<file path="config.mk">
export PLATFORM = sky130hd
export DESIGN_NAME = cpu_core
export DESIGN_NICKNAME = d
export VERILOG_FILES = /design/src/design/isa_pkg.sv /design/src/design/pipe_pkg.sv /design/src/design/pipe_reg.sv /design/src/design/fetch_stage.sv /design/src/design/regfile.sv /design/src/design/decode_stage.sv /design/src/design/execute_stage.sv /design/src/design/memory_stage.sv /design/src/design/cpu_core.sv
export SDC_FILE = /design/constraint.sdc
export NUM_CORES = 2
export LEC_CHECK = 0
export ABC_AREA = 1
export BUFFER_PORTS_ARGS = -buffer_cell sky130_fd_sc_hd__buf_4
export CELL_PAD_IN_SITES_DETAIL_PLACEMENT = 0
export CELL_PAD_IN_SITES_GLOBAL_PLACEMENT = 1
export CORE_UTILIZATION = 41
export DETAILED_ROUTE_END_ITERATION = 10
export PLACE_DENSITY = 0.69
export RECOVER_POWER = 25
export SYNTH_ARGS = -nofsm -noshare
export SYNTH_HDL_FRONTEND = slang
export SYNTH_HIERARCHICAL = 1
export SYNTH_SLANG_ARGS = --single-unit
</file>
<file path="constraint.sdc">
create_clock -name clock -period 4.3 [get_ports clock]
set_input_delay 0.645 -clock clock [delete_from_list [all_inputs] [get_ports clock]]
set_output_delay 0.645 -clock clock [all_outputs]
set_load 0.1 [all_outputs]
</file>
<file path="src/design/isa_pkg.sv">
/*
 * isa_pkg
 * RV32 integer subset encodings, widths and the ALU function type
 */
package isa_pkg;

    // datapath and register index widths
    localparam int xlen          = 32;
    localparam int reg_idx_width = 5;

    localparam logic [reg_idx_width-1:0] zero_reg = '0;

    // addi x0, x0, 0
    localparam logic [31:0] nop_inst = 32'h0000_0013;
    // wfi, full word match
    localparam logic [31:0] wfi_inst = 32'h1050_0073;

    ////////////////////
    // opcode classes
    localparam logic [6:0] opc_op     = 7'b0110011;
    localparam logic [6:0] opc_op_imm = 7'b0010011;
    localparam logic [6:0] opc_load   = 7'b0000011;
    localparam logic [6:0] opc_store  = 7'b0100011;
    localparam logic [6:0] opc_branch = 7'b1100011;
    localparam logic [6:0] opc_jal    = 7'b1101111;
    localparam logic [6:0] opc_system = 7'b1110011;

    ////////////////////
    // funct3 per operation
    localparam logic [2:0] f3_add_sub = 3'b000;
    localparam logic [2:0] f3_xor     = 3'b100;
    localparam logic [2:0] f3_or      = 3'b110;
    localparam logic [2:0] f3_and     = 3'b111;
    localparam logic [2:0] f3_word    = 3'b010;
    localparam logic [2:0] f3_beq     = 3'b000;
    localparam logic [2:0] f3_bne     = 3'b001;

    // funct7, base ops and sub
    localparam logic [6:0] f7_base = 7'b0000000;
    localparam logic [6:0] f7_sub  = 7'b0100000;

    // pass_b forwards operand b, used for the jal link value
    typedef enum logic [2:0] {
        alu_add,
        alu_sub,
        alu_and,
        alu_or,
        alu_xor,
        alu_pass_b
    } alu_func_t;

endpackage

</file>
<file path="src/design/pipe_pkg.sv">
/*
 * pipe_pkg
 * payloads carried between the core stages, bus command and exit status
 */
package pipe_pkg;

    typedef enum logic [1:0] {
        bus_none,
        bus_load,
        bus_store
    } bus_command_t;

    // no_error must stay zero, reset payloads read as no_error
    typedef enum logic [1:0] {
        no_error,
        halted_on_wfi,
        illegal_inst
    } exit_status_t;

    typedef enum logic [1:0] {
        br_none,
        br_eq,
        br_ne,
        br_jump
    } branch_kind_t;

    typedef struct packed {
        logic [31:0]              inst;
        logic [isa_pkg::xlen-1:0] pc;
        logic [isa_pkg::xlen-1:0] npc;
        logic                     valid;
    } if_id_t;

    typedef struct packed {
        logic [isa_pkg::xlen-1:0]          pc;
        logic [isa_pkg::xlen-1:0]          npc;
        logic [isa_pkg::xlen-1:0]          rs1_value;
        logic [isa_pkg::xlen-1:0]          rs2_value;
        logic [isa_pkg::xlen-1:0]          imm;
        logic                              opa_is_pc;
        logic                              opb_is_imm;
        isa_pkg::alu_func_t                alu_func;
        logic [isa_pkg::reg_idx_width-1:0] dest_idx;
        logic                              rd_mem;
        logic                              wr_mem;
        branch_kind_t                      branch;
        exit_status_t                      status;
        logic                              valid;
    } id_ex_t;

    typedef struct packed {
        logic [isa_pkg::xlen-1:0]          alu_result;
        logic [isa_pkg::xlen-1:0]          rs2_value;
        logic [isa_pkg::xlen-1:0]          npc;
        logic [isa_pkg::reg_idx_width-1:0] dest_idx;
        logic                              rd_mem;
        logic                              wr_mem;
        logic                              take_branch;
        logic [isa_pkg::xlen-1:0]          branch_target;
        exit_status_t                      status;
        logic                              valid;
    } ex_mem_t;

    typedef struct packed {
        logic [isa_pkg::xlen-1:0]          result;
        logic [isa_pkg::xlen-1:0]          npc;
        logic [isa_pkg::reg_idx_width-1:0] dest_idx;
        logic                              wr_en;
        logic                              take_branch;
        logic [isa_pkg::xlen-1:0]          branch_target;
        exit_status_t                      status;
        logic                              valid;
    } mem_wb_t;

endpackage

</file>
<file path="src/design/pipe_reg.sv">
/*
 * pipe_reg
 * stage register between two core stages, cleared to zero on reset
 */
module pipe_reg #(
    parameter type payload_t = logic
) (
    input  logic     clock,
    input  logic     reset,
    input  payload_t d,
    output payload_t q
);

    // all-zero payload has valid low
    // downstream stages ignore it
    always_ff @(posedge clock) begin
        if (reset) begin
            q <= '0;
        end else begin
            q <= d;
        end
    end

endmodule

</file>
<file path="src/design/fetch_stage.sv">
/*
 * fetch_stage
 * program counter, one-in-flight fetch throttle and commit-time redirect
 */
module fetch_stage (
    input  logic                     clock,
    input  logic                     reset,
    input  pipe_pkg::mem_wb_t        commit,
    input  logic [isa_pkg::xlen-1:0] fetch_data,
    output logic [isa_pkg::xlen-1:0] fetch_addr,
    output pipe_pkg::if_id_t         fetch_out
);

    logic [isa_pkg::xlen-1:0] pc;
    logic                     fetch_valid;

    // fetch again only after a clean commit
    // halt or illegal leaves fetch_valid low for good
    always_ff @(posedge clock) begin
        if (reset) begin
            fetch_valid <= 1'b1;
            pc          <= '0;
        end else begin
            fetch_valid <= commit.valid && (commit.status == pipe_pkg::no_error);
            // branch decision applied at commit
            if (commit.valid) begin
                pc <= commit.take_branch ? commit.branch_target : commit.npc;
            end
        end
    end

    assign fetch_addr = pc;

    // idle cycles carry a nop word with valid low
    assign fetch_out.inst  = fetch_valid ? fetch_data : isa_pkg::nop_inst;
    assign fetch_out.pc    = pc;
    assign fetch_out.npc   = pc + 32'd4;
    assign fetch_out.valid = fetch_valid;

endmodule

</file>
<file path="src/design/regfile.sv">
/*
 * regfile
 * 32 x 32-bit integer registers, two read ports, one write port
 */
module regfile (
    input  logic                              clock,
    input  logic                              reset,
    input  logic [isa_pkg::reg_idx_width-1:0] rs1_idx,
    input  logic [isa_pkg::reg_idx_width-1:0] rs2_idx,
    output logic [isa_pkg::xlen-1:0]          rs1_value,
    output logic [isa_pkg::xlen-1:0]          rs2_value,
    input  logic                              wr_en,
    input  logic [isa_pkg::reg_idx_width-1:0] wr_idx,
    input  logic [isa_pkg::xlen-1:0]          wr_data
);

    logic [isa_pkg::xlen-1:0] regs [32];

    always_ff @(posedge clock) begin
        if (reset) begin
            regs <= '{default: '0};
        end else if (wr_en && (wr_idx != isa_pkg::zero_reg)) begin
            regs[wr_idx] <= wr_data;
        end
    end

    // x0 always reads zero
    // no write-through, reads never overlap a pending write
    assign rs1_value = (rs1_idx == isa_pkg::zero_reg) ? '0 : regs[rs1_idx];
    assign rs2_value = (rs2_idx == isa_pkg::zero_reg) ? '0 : regs[rs2_idx];

endmodule

</file>
<file path="src/design/decode_stage.sv">
/*
 * decode_stage
 * instruction decode, immediate build and register operand read
 */
module decode_stage (
    input  logic                              clock,
    input  logic                              reset,
    input  pipe_pkg::if_id_t                  if_id,
    input  logic                              wr_en,
    input  logic [isa_pkg::reg_idx_width-1:0] wr_idx,
    input  logic [isa_pkg::xlen-1:0]          wr_data,
    output pipe_pkg::id_ex_t                  id_out
);

    logic [31:0]              inst;
    logic [6:0]               opcode;
    logic [2:0]               funct3;
    logic [6:0]               funct7;
    logic [isa_pkg::xlen-1:0] rs1_value;
    logic [isa_pkg::xlen-1:0] rs2_value;
    logic [isa_pkg::xlen-1:0] imm_i;
    logic [isa_pkg::xlen-1:0] imm_s;
    logic [isa_pkg::xlen-1:0] imm_b;
    logic [isa_pkg::xlen-1:0] imm_j;

    assign inst   = if_id.inst;
    assign opcode = inst[6:0];
    assign funct3 = inst[14:12];
    assign funct7 = inst[31:25];

    ////////////////////
    // immediates, all sign-extended
    assign imm_i = {{20{inst[31]}}, inst[31:20]};
    assign imm_s = {{20{inst[31]}}, inst[31:25], inst[11:7]};
    assign imm_b = {{19{inst[31]}}, inst[31], inst[7], inst[30:25], inst[11:8], 1'b0};
    assign imm_j = {{11{inst[31]}}, inst[31], inst[19:12], inst[20], inst[30:21], 1'b0};

    regfile regfile_0 (
        .clock     (clock),
        .reset     (reset),
        .rs1_idx   (inst[19:15]),
        .rs2_idx   (inst[24:20]),
        .rs1_value (rs1_value),
        .rs2_value (rs2_value),
        .wr_en     (wr_en),
        .wr_idx    (wr_idx),
        .wr_data   (wr_data)
    );

    ////////////////////
    // control decode
    always_comb begin
        id_out           = '0;
        id_out.pc        = if_id.pc;
        id_out.npc       = if_id.npc;
        id_out.rs1_value = rs1_value;
        id_out.rs2_value = rs2_value;
        id_out.valid     = if_id.valid;
        id_out.dest_idx  = inst[11:7];
        id_out.alu_func  = isa_pkg::alu_add;
        id_out.branch    = pipe_pkg::br_none;
        id_out.status    = pipe_pkg::no_error;

        case (opcode)
            isa_pkg::opc_op: begin
                case ({funct7, funct3})
                    {isa_pkg::f7_base, isa_pkg::f3_add_sub}: id_out.alu_func = isa_pkg::alu_add;
                    {isa_pkg::f7_sub, isa_pkg::f3_add_sub}:  id_out.alu_func = isa_pkg::alu_sub;
                    {isa_pkg::f7_base, isa_pkg::f3_and}:     id_out.alu_func = isa_pkg::alu_and;
                    {isa_pkg::f7_base, isa_pkg::f3_or}:      id_out.alu_func = isa_pkg::alu_or;
                    {isa_pkg::f7_base, isa_pkg::f3_xor}:     id_out.alu_func = isa_pkg::alu_xor;
                    default: id_out.status = pipe_pkg::illegal_inst;
                endcase
            end
            isa_pkg::opc_op_imm: begin
                // addi only
                id_out.opb_is_imm = 1'b1;
                id_out.imm        = imm_i;
                if (funct3 != isa_pkg::f3_add_sub) begin
                    id_out.status = pipe_pkg::illegal_inst;
                end
            end
            isa_pkg::opc_load: begin
                id_out.opb_is_imm = 1'b1;
                id_out.imm        = imm_i;
                id_out.rd_mem     = (funct3 == isa_pkg::f3_word);
                if (funct3 != isa_pkg::f3_word) begin
                    id_out.status = pipe_pkg::illegal_inst;
                end
            end
            isa_pkg::opc_store: begin
                // address is rs1 + s-imm, data is rs2
                id_out.opb_is_imm = 1'b1;
                id_out.imm        = imm_s;
                id_out.dest_idx   = isa_pkg::zero_reg;
                id_out.wr_mem     = (funct3 == isa_pkg::f3_word);
                if (funct3 != isa_pkg::f3_word) begin
                    id_out.status = pipe_pkg::illegal_inst;
                end
            end
            isa_pkg::opc_branch: begin
                id_out.opa_is_pc = 1'b1;
                id_out.imm       = imm_b;
                id_out.dest_idx  = isa_pkg::zero_reg;
                case (funct3)
                    isa_pkg::f3_beq: id_out.branch = pipe_pkg::br_eq;
                    isa_pkg::f3_bne: id_out.branch = pipe_pkg::br_ne;
                    default:         id_out.status = pipe_pkg::illegal_inst;
                endcase
            end
            isa_pkg::opc_jal: begin
                // link value comes through pass_b
                id_out.opa_is_pc = 1'b1;
                id_out.imm       = imm_j;
                id_out.alu_func  = isa_pkg::alu_pass_b;
                id_out.branch    = pipe_pkg::br_jump;
            end
            isa_pkg::opc_system: begin
                id_out.status = (inst == isa_pkg::wfi_inst) ? pipe_pkg::halted_on_wfi
                                                            : pipe_pkg::illegal_inst;
            end
            default: id_out.status = pipe_pkg::illegal_inst;
        endcase

        // halt and illegal write nothing, touch no memory
        if (id_out.status != pipe_pkg::no_error) begin
            id_out.dest_idx = isa_pkg::zero_reg;
            id_out.rd_mem   = 1'b0;
            id_out.wr_mem   = 1'b0;
            id_out.branch   = pipe_pkg::br_none;
        end
    end

endmodule

</file>
<file path="src/design/execute_stage.sv">
/*
 * execute_stage
 * operand select, ALU, branch compare and branch target
 */
module execute_stage (
    input  pipe_pkg::id_ex_t  id_ex,
    output pipe_pkg::ex_mem_t ex_out
);

    logic [isa_pkg::xlen-1:0] opa;
    logic [isa_pkg::xlen-1:0] opb;
    logic [isa_pkg::xlen-1:0] alu_result;
    logic                     rs_equal;

    // jal feeds its npc into b for the link value
    assign opa = id_ex.opa_is_pc ? id_ex.pc : id_ex.rs1_value;
    assign opb = (id_ex.branch == pipe_pkg::br_jump) ? id_ex.npc
               : id_ex.opb_is_imm ? id_ex.imm : id_ex.rs2_value;

    always_comb begin
        case (id_ex.alu_func)
            isa_pkg::alu_add:    alu_result = opa + opb;
            isa_pkg::alu_sub:    alu_result = opa - opb;
            isa_pkg::alu_and:    alu_result = opa & opb;
            isa_pkg::alu_or:     alu_result = opa | opb;
            isa_pkg::alu_xor:    alu_result = opa ^ opb;
            isa_pkg::alu_pass_b: alu_result = opb;
            default:             alu_result = '0;
        endcase
    end

    ////////////////////
    // branch resolve
    assign rs_equal = (id_ex.rs1_value == id_ex.rs2_value);

    assign ex_out.take_branch = (id_ex.branch == pipe_pkg::br_jump)
                             || ((id_ex.branch == pipe_pkg::br_eq) && rs_equal)
                             || ((id_ex.branch == pipe_pkg::br_ne) && !rs_equal);
    assign ex_out.branch_target = id_ex.pc + id_ex.imm;

    // pass-through fields
    assign ex_out.alu_result = alu_result;
    assign ex_out.rs2_value  = id_ex.rs2_value;
    assign ex_out.npc        = id_ex.npc;
    assign ex_out.dest_idx   = id_ex.dest_idx;
    assign ex_out.rd_mem     = id_ex.rd_mem;
    assign ex_out.wr_mem     = id_ex.wr_mem;
    assign ex_out.status     = id_ex.status;
    assign ex_out.valid      = id_ex.valid;

endmodule

</file>
<file path="src/design/memory_stage.sv">
/*
 * memory_stage
 * shared bus owner, load return and writeback fields
 */
module memory_stage (
    input  pipe_pkg::ex_mem_t          ex_mem,
    input  logic [isa_pkg::xlen-1:0]   fetch_addr,
    input  logic [isa_pkg::xlen-1:0]   mem_rdata,
    output pipe_pkg::bus_command_t     mem_command,
    output logic [isa_pkg::xlen-1:0]   mem_addr,
    output logic [isa_pkg::xlen-1:0]   mem_wdata,
    output pipe_pkg::mem_wb_t          mem_out
);

    logic do_load;
    logic do_store;

    assign do_load  = ex_mem.valid && ex_mem.rd_mem;
    assign do_store = ex_mem.valid && ex_mem.wr_mem;

    ////////////////////
    // data access beats fetch
    always_comb begin
        if (do_load) begin
            mem_command = pipe_pkg::bus_load;
            mem_addr    = ex_mem.alu_result;
        end else if (do_store) begin
            mem_command = pipe_pkg::bus_store;
            mem_addr    = ex_mem.alu_result;
        end else begin
            // idle bus carries the instruction fetch
            mem_command = pipe_pkg::bus_load;
            mem_addr    = fetch_addr;
        end
    end

    assign mem_wdata = ex_mem.rs2_value;

    // zero-latency memory, load data lands this cycle
    assign mem_out.result        = ex_mem.rd_mem ? mem_rdata : ex_mem.alu_result;
    assign mem_out.npc           = ex_mem.npc;
    assign mem_out.dest_idx      = ex_mem.dest_idx;
    assign mem_out.wr_en         = ex_mem.valid && (ex_mem.dest_idx != isa_pkg::zero_reg);
    assign mem_out.take_branch   = ex_mem.take_branch;
    assign mem_out.branch_target = ex_mem.branch_target;
    assign mem_out.status        = ex_mem.status;
    assign mem_out.valid         = ex_mem.valid;

endmodule

</file>
<file path="src/design/cpu_core.sv">
/*
 * cpu_core
 * five-stage RV32 subset core, one instruction in flight,
 * single shared word bus with data ahead of fetch
 */
module cpu_core (
    input  logic                              clock,
    input  logic                              reset,
    output pipe_pkg::bus_command_t            mem_command,
    output logic [isa_pkg::xlen-1:0]          mem_addr,
    output logic [isa_pkg::xlen-1:0]          mem_wdata,
    input  logic [isa_pkg::xlen-1:0]          mem_rdata,
    output logic                              commit_valid,
    output logic                              commit_wr_en,
    output logic [isa_pkg::reg_idx_width-1:0] commit_wr_idx,
    output logic [isa_pkg::xlen-1:0]          commit_wr_data,
    output logic [isa_pkg::xlen-1:0]          commit_npc,
    output pipe_pkg::exit_status_t            exit_status
);

    logic [isa_pkg::xlen-1:0] fetch_addr;

    // stage outputs, _d, and register contents, _q
    pipe_pkg::if_id_t  if_id_d,  if_id_q;
    pipe_pkg::id_ex_t  id_ex_d,  id_ex_q;
    pipe_pkg::ex_mem_t ex_mem_d, ex_mem_q;
    pipe_pkg::mem_wb_t mem_wb_d, mem_wb_q;

    ////////////////////
    // fetch
    fetch_stage fetch_stage_0 (
        .clock      (clock),
        .reset      (reset),
        .commit     (mem_wb_q),
        .fetch_data (mem_rdata),
        .fetch_addr (fetch_addr),
        .fetch_out  (if_id_d)
    );

    pipe_reg #(.payload_t(pipe_pkg::if_id_t)) if_id_reg (
        .clock (clock), .reset (reset), .d (if_id_d), .q (if_id_q)
    );

    ////////////////////
    // decode, written back from mem/wb
    decode_stage decode_stage_0 (
        .clock   (clock),
        .reset   (reset),
        .if_id   (if_id_q),
        .wr_en   (mem_wb_q.wr_en),
        .wr_idx  (mem_wb_q.dest_idx),
        .wr_data (mem_wb_q.result),
        .id_out  (id_ex_d)
    );

    pipe_reg #(.payload_t(pipe_pkg::id_ex_t)) id_ex_reg (
        .clock (clock), .reset (reset), .d (id_ex_d), .q (id_ex_q)
    );

    execute_stage execute_stage_0 (
        .id_ex  (id_ex_q),
        .ex_out (ex_mem_d)
    );

    pipe_reg #(.payload_t(pipe_pkg::ex_mem_t)) ex_mem_reg (
        .clock (clock), .reset (reset), .d (ex_mem_d), .q (ex_mem_q)
    );

    ////////////////////
    // memory, owns the external bus
    memory_stage memory_stage_0 (
        .ex_mem      (ex_mem_q),
        .fetch_addr  (fetch_addr),
        .mem_rdata   (mem_rdata),
        .mem_command (mem_command),
        .mem_addr    (mem_addr),
        .mem_wdata   (mem_wdata),
        .mem_out     (mem_wb_d)
    );

    pipe_reg #(.payload_t(pipe_pkg::mem_wb_t)) mem_wb_reg (
        .clock (clock), .reset (reset), .d (mem_wb_d), .q (mem_wb_q)
    );

    // commit straight from the writeback register
    assign commit_valid   = mem_wb_q.valid;
    assign commit_wr_en   = mem_wb_q.wr_en;
    assign commit_wr_idx  = mem_wb_q.dest_idx;
    assign commit_wr_data = mem_wb_q.result;
    assign commit_npc     = mem_wb_q.npc;
    assign exit_status    = mem_wb_q.status;

endmodule

</file>
==> results.txt <==
- Io pins: 173
- Routed Wire Length: 399500 um
* Placed Cells: 14880
- For this block, the initial DRC count from the detailed router was 10870.
* Critical R2R Launch: if_id_reg/q[85]
* Worst Hold Depth: 5
* Endpoints failing setup: 0
- # resized after CTS: 0
* Cells after Synth: 12940
* Worst hold slack: 122.0 ps
* Number of nets produced by synthesis: 13100
* Proportion of synthesized flip-flops having asynchronous set or reset: 0
- In the global route stage, overall resource usage came out at 0.3728.
- Average wire per cell in the routed design: 26.16 um
- Maximum number of pins on one net before global-route repair: 125
- The worst path needs 4129 ps of the cycle, external delays included.
* Number of max-slew violations in the final report: 425
* Count of flip-flops with a built-in enable after synthesis: 0
- Dividing the final minimum period by the clock period gives 0.9601.
- For this configuration, the core starts out at a cell density of 0.4122.
* Layout cell share with drive strength beyond 1: 0.08371
* Largest cells by area after synthesis: dfxtp_1 (37%), nand2_1 (12%), o21ai_0 (7.6%)
- Clock Power Share: 0.448
- The share of the Yosys chip area taken by registers is 0.3745.
- Run status: finished with violations
* Maximum clock frequency: 0.2422 GHz
- Later-pin clock latency in the skew report: 860 ps
* Layout Cells excl Fill: 15270
- STA classifies the critical path endpoint as a flop.
* Areal power density over the cells: 400.2 nW/um2
* Post-route antenna net violation count: 0
- Setup bufs post-CTS: 0
* Cell type with the highest aggregate area in the netlist: dfxtp_1
- During synthesis, Yosys emitted a total of 6 warnings.
- The tree built by TritonCTS fans out to 1576 sinks.
- First-pass GRT wire length: 568400 um
* Source of the worst hold timing path: mem_rdata[22]
* Clock slew at reported path FFs: 60 ps
- Launch point of the worst path: if_id_reg/q[85]
* Count of unresolved DRC violations after routing: 0
- H-tree depth: 4
- Number of global-route vias before repair: 79800
* Vias per cell: 5.701
- Most common cell after layout, fill and taps aside: nand2_1
- Dominant register cell in the synthesized netlist: dfxtp_1
- Root buffer cell: clkbuf_16
- Leaving out fill and tap cells, the most frequent cells in the layout are nand2_1 (2777), nor2_1 (1589), dfxtp_1 (1564), o21ai_0 (1286), nand3_1 (1215).
* Synthesized area: 84250 um2
- Die Outline Area: 207300 um2
- Of the post-synthesis cell area, the dominant cell type holds 0.3745.
- After global routing the overflow that remains totals 0.
- Weighted congestion at the end of routability-driven global placement: 0.9549
- Syn Area/Cell: 6.513 um2
- Critical Path Fanout Max: 41
* Arr. time, crit path: 4770 ps
- Kind of path behind the tightest hold check: input pin to flop
- The analysis attributes to cell leakage a power of 38.29 nW.
- Internal power comes to 25.73 mW.
- Signed area change from the synthesized netlist to the final layout: 9.883%
- Slew Limit Headroom: -0.9887
- Counting along the longest clock path gives a buffer depth of 3.
* Number of antenna violations at the first check in global routing: 24
- Count of state elements after synthesis: 1576
* Portion of total power attributed to sequential cells: 0.412
- For the worst flop-to-flop path, the logic depth is 13.
* Slew at the pin with the worst max-slew slack: 2983 ps
* Type of origin of the critical path: flop
- Post-CTS Hold Buffers: 0
* Number of distinct standard cells referenced by the synthesized netlist: 60
* Switch Pwr: 11.32 mW
- The final reports fail on capacitance limit, slew limit.
- Post-Route Setup TNS: 0 ps
- Of the total power, combinational logic draws 0.140.
* Setup clock skew after layout: 23.84 ps
- Clock tree from TritonCTS: done
* Setup slack of the worst register-to-register path: 170 ps
* Unrepaired setup endpoints after global routing: false
- HPWL after detailed placement: 263300 um
- Number of buffers inserted during clock tree synthesis: 185
- The critical path is of the flop to flop type.
- DIE WIDTH: 455.3 um
* Cell row count: 166
- For this run, the detailed router's first-pass iteration total came to 8.
- Buffers placed on the I/O ports in this run total 172.
- Max-cap violations in this run came to 6.
* Net switching fraction of the power: 0.3056
- Via count: 87060
- Data required, critical path: 4950 ps
- After the last flow step, the layout net total stands at 12550.
- Die height: 455.3 um
- Core Area: 204400 um2
- Number of hold-slack violations in the final timing report: 0
* Maximum VDD drop: 0.0004387 V
-- registers in the layout, summed over array words and instances, names as in the netlist --
name and cells:
decode_stage_0/regfile_0/regs 1024, ex_mem_reg/q 139, fetch_stage_0/fetch_addr 32, fetch_stage_0/fetch_valid 1
id_ex_reg/q 177, if_id_reg/q 97, mem_wb_reg/q 106
-- per-layer routing --
layer	vias up	track usage	part of all wire
li1	40310	-	-
met1	41490	0.5182	0.43
met2	4444	0.5580	0.43
met4	4	0.1751	0.052
met3	813	0.06388	0.091
met5	-	0	0.000073
-- power by group through the flow --
stage                     logic (mW)  clock network (mW)  registers, mW
after detailed placement        5.04                   0           15.6
after global placement          5.06                   0           15.6
after floorplan                 2.71                   0           15.5
after global routing            5.44                17.4           15.3
final                           5.18                16.6           15.3
after CTS                       5.06                16.8           15.3
-- logic make-up after synthesis --
family / share of synthesized area
AOI/OAI and AO/OA: 0.1656
and+or+nand+nor: 0.3020
buffers and inverters: 0.1273
muxes: 0.0001336
adders and majority gates: 0.01963
xor gates and xnor gates: 0.01090
DFF: 0.3745
-- per-stage QoR --
stage          worst slack [ps]  cell area [um2]  power [mW]    util
6_report                  171.4            92580       37.05  0.4530
3_3_place_gp              365.9            86190       20.64  0.4217
4_1_cts                   387.6            92590       37.12  0.4530
3_5_place_dp              403.3            86190       20.62  0.4217
5_1_grt                 0.05418            92560       38.08  0.4529
2_1_floorplan             903.6            84250       18.24       -
-- path summary, 6_finish.rpt --
kind	endpoint
setup / recovery	id_ex_reg/q[62]
hold / removal	if_id_reg/q[87]
setup reg to reg	id_ex_reg/q[62]
hold reg to reg	mem_wb_reg/q[73]
-- cell usage after synthesis, types with 12 or more instances --
cell and count:
nand2_1 2780, o211ai_1 106, nor2_2 41, nor2_4 33
a21oi_1 1039, buf_6 44, clkinv_1 29, nand3b_1 16
a221oi_1 31, xor2_1 54, o21ai_1 166, nand2_4 13
buf_4 296, nand4_1 25, nand2_2 39, inv_1 1095
ha_1 129, inv_2 28, o21ai_0 1286, nor3_1 215
or2_1 15, buf_2 183, a21o_1 12, nand3_1 1218
nor2_1 1596, xnor2_1 49, clkbuf_1 637, dfxtp_1 1576
buf_1 91
-- critical path: stages, from the launching register on --
cell and delay, ps:
dfxtp_1 1350, inv_8 460, buf_12 360, buf_4 310
nand2_1 100, nand3_1 100, nand3_1 240, nand2_1 80
nand2_1 60, nand3_1 370, nand2_1 200, nor2_1 50
inv_1 120, nor2_1 50
-- final cells by class --
type	count	area, um2
Fill cell	21350	111800
Inverter	1152	4373
Antenna cell	39	97.59
Sequential cell	1576	31580
Clock buffer	272	5539
Clock inverter	77	852.1
Multi-Input combinational cell	8954	42150
Tap cell	2688	3363
Timing Repair Buffer	513	4623
(Power assumes the default switching activity.)
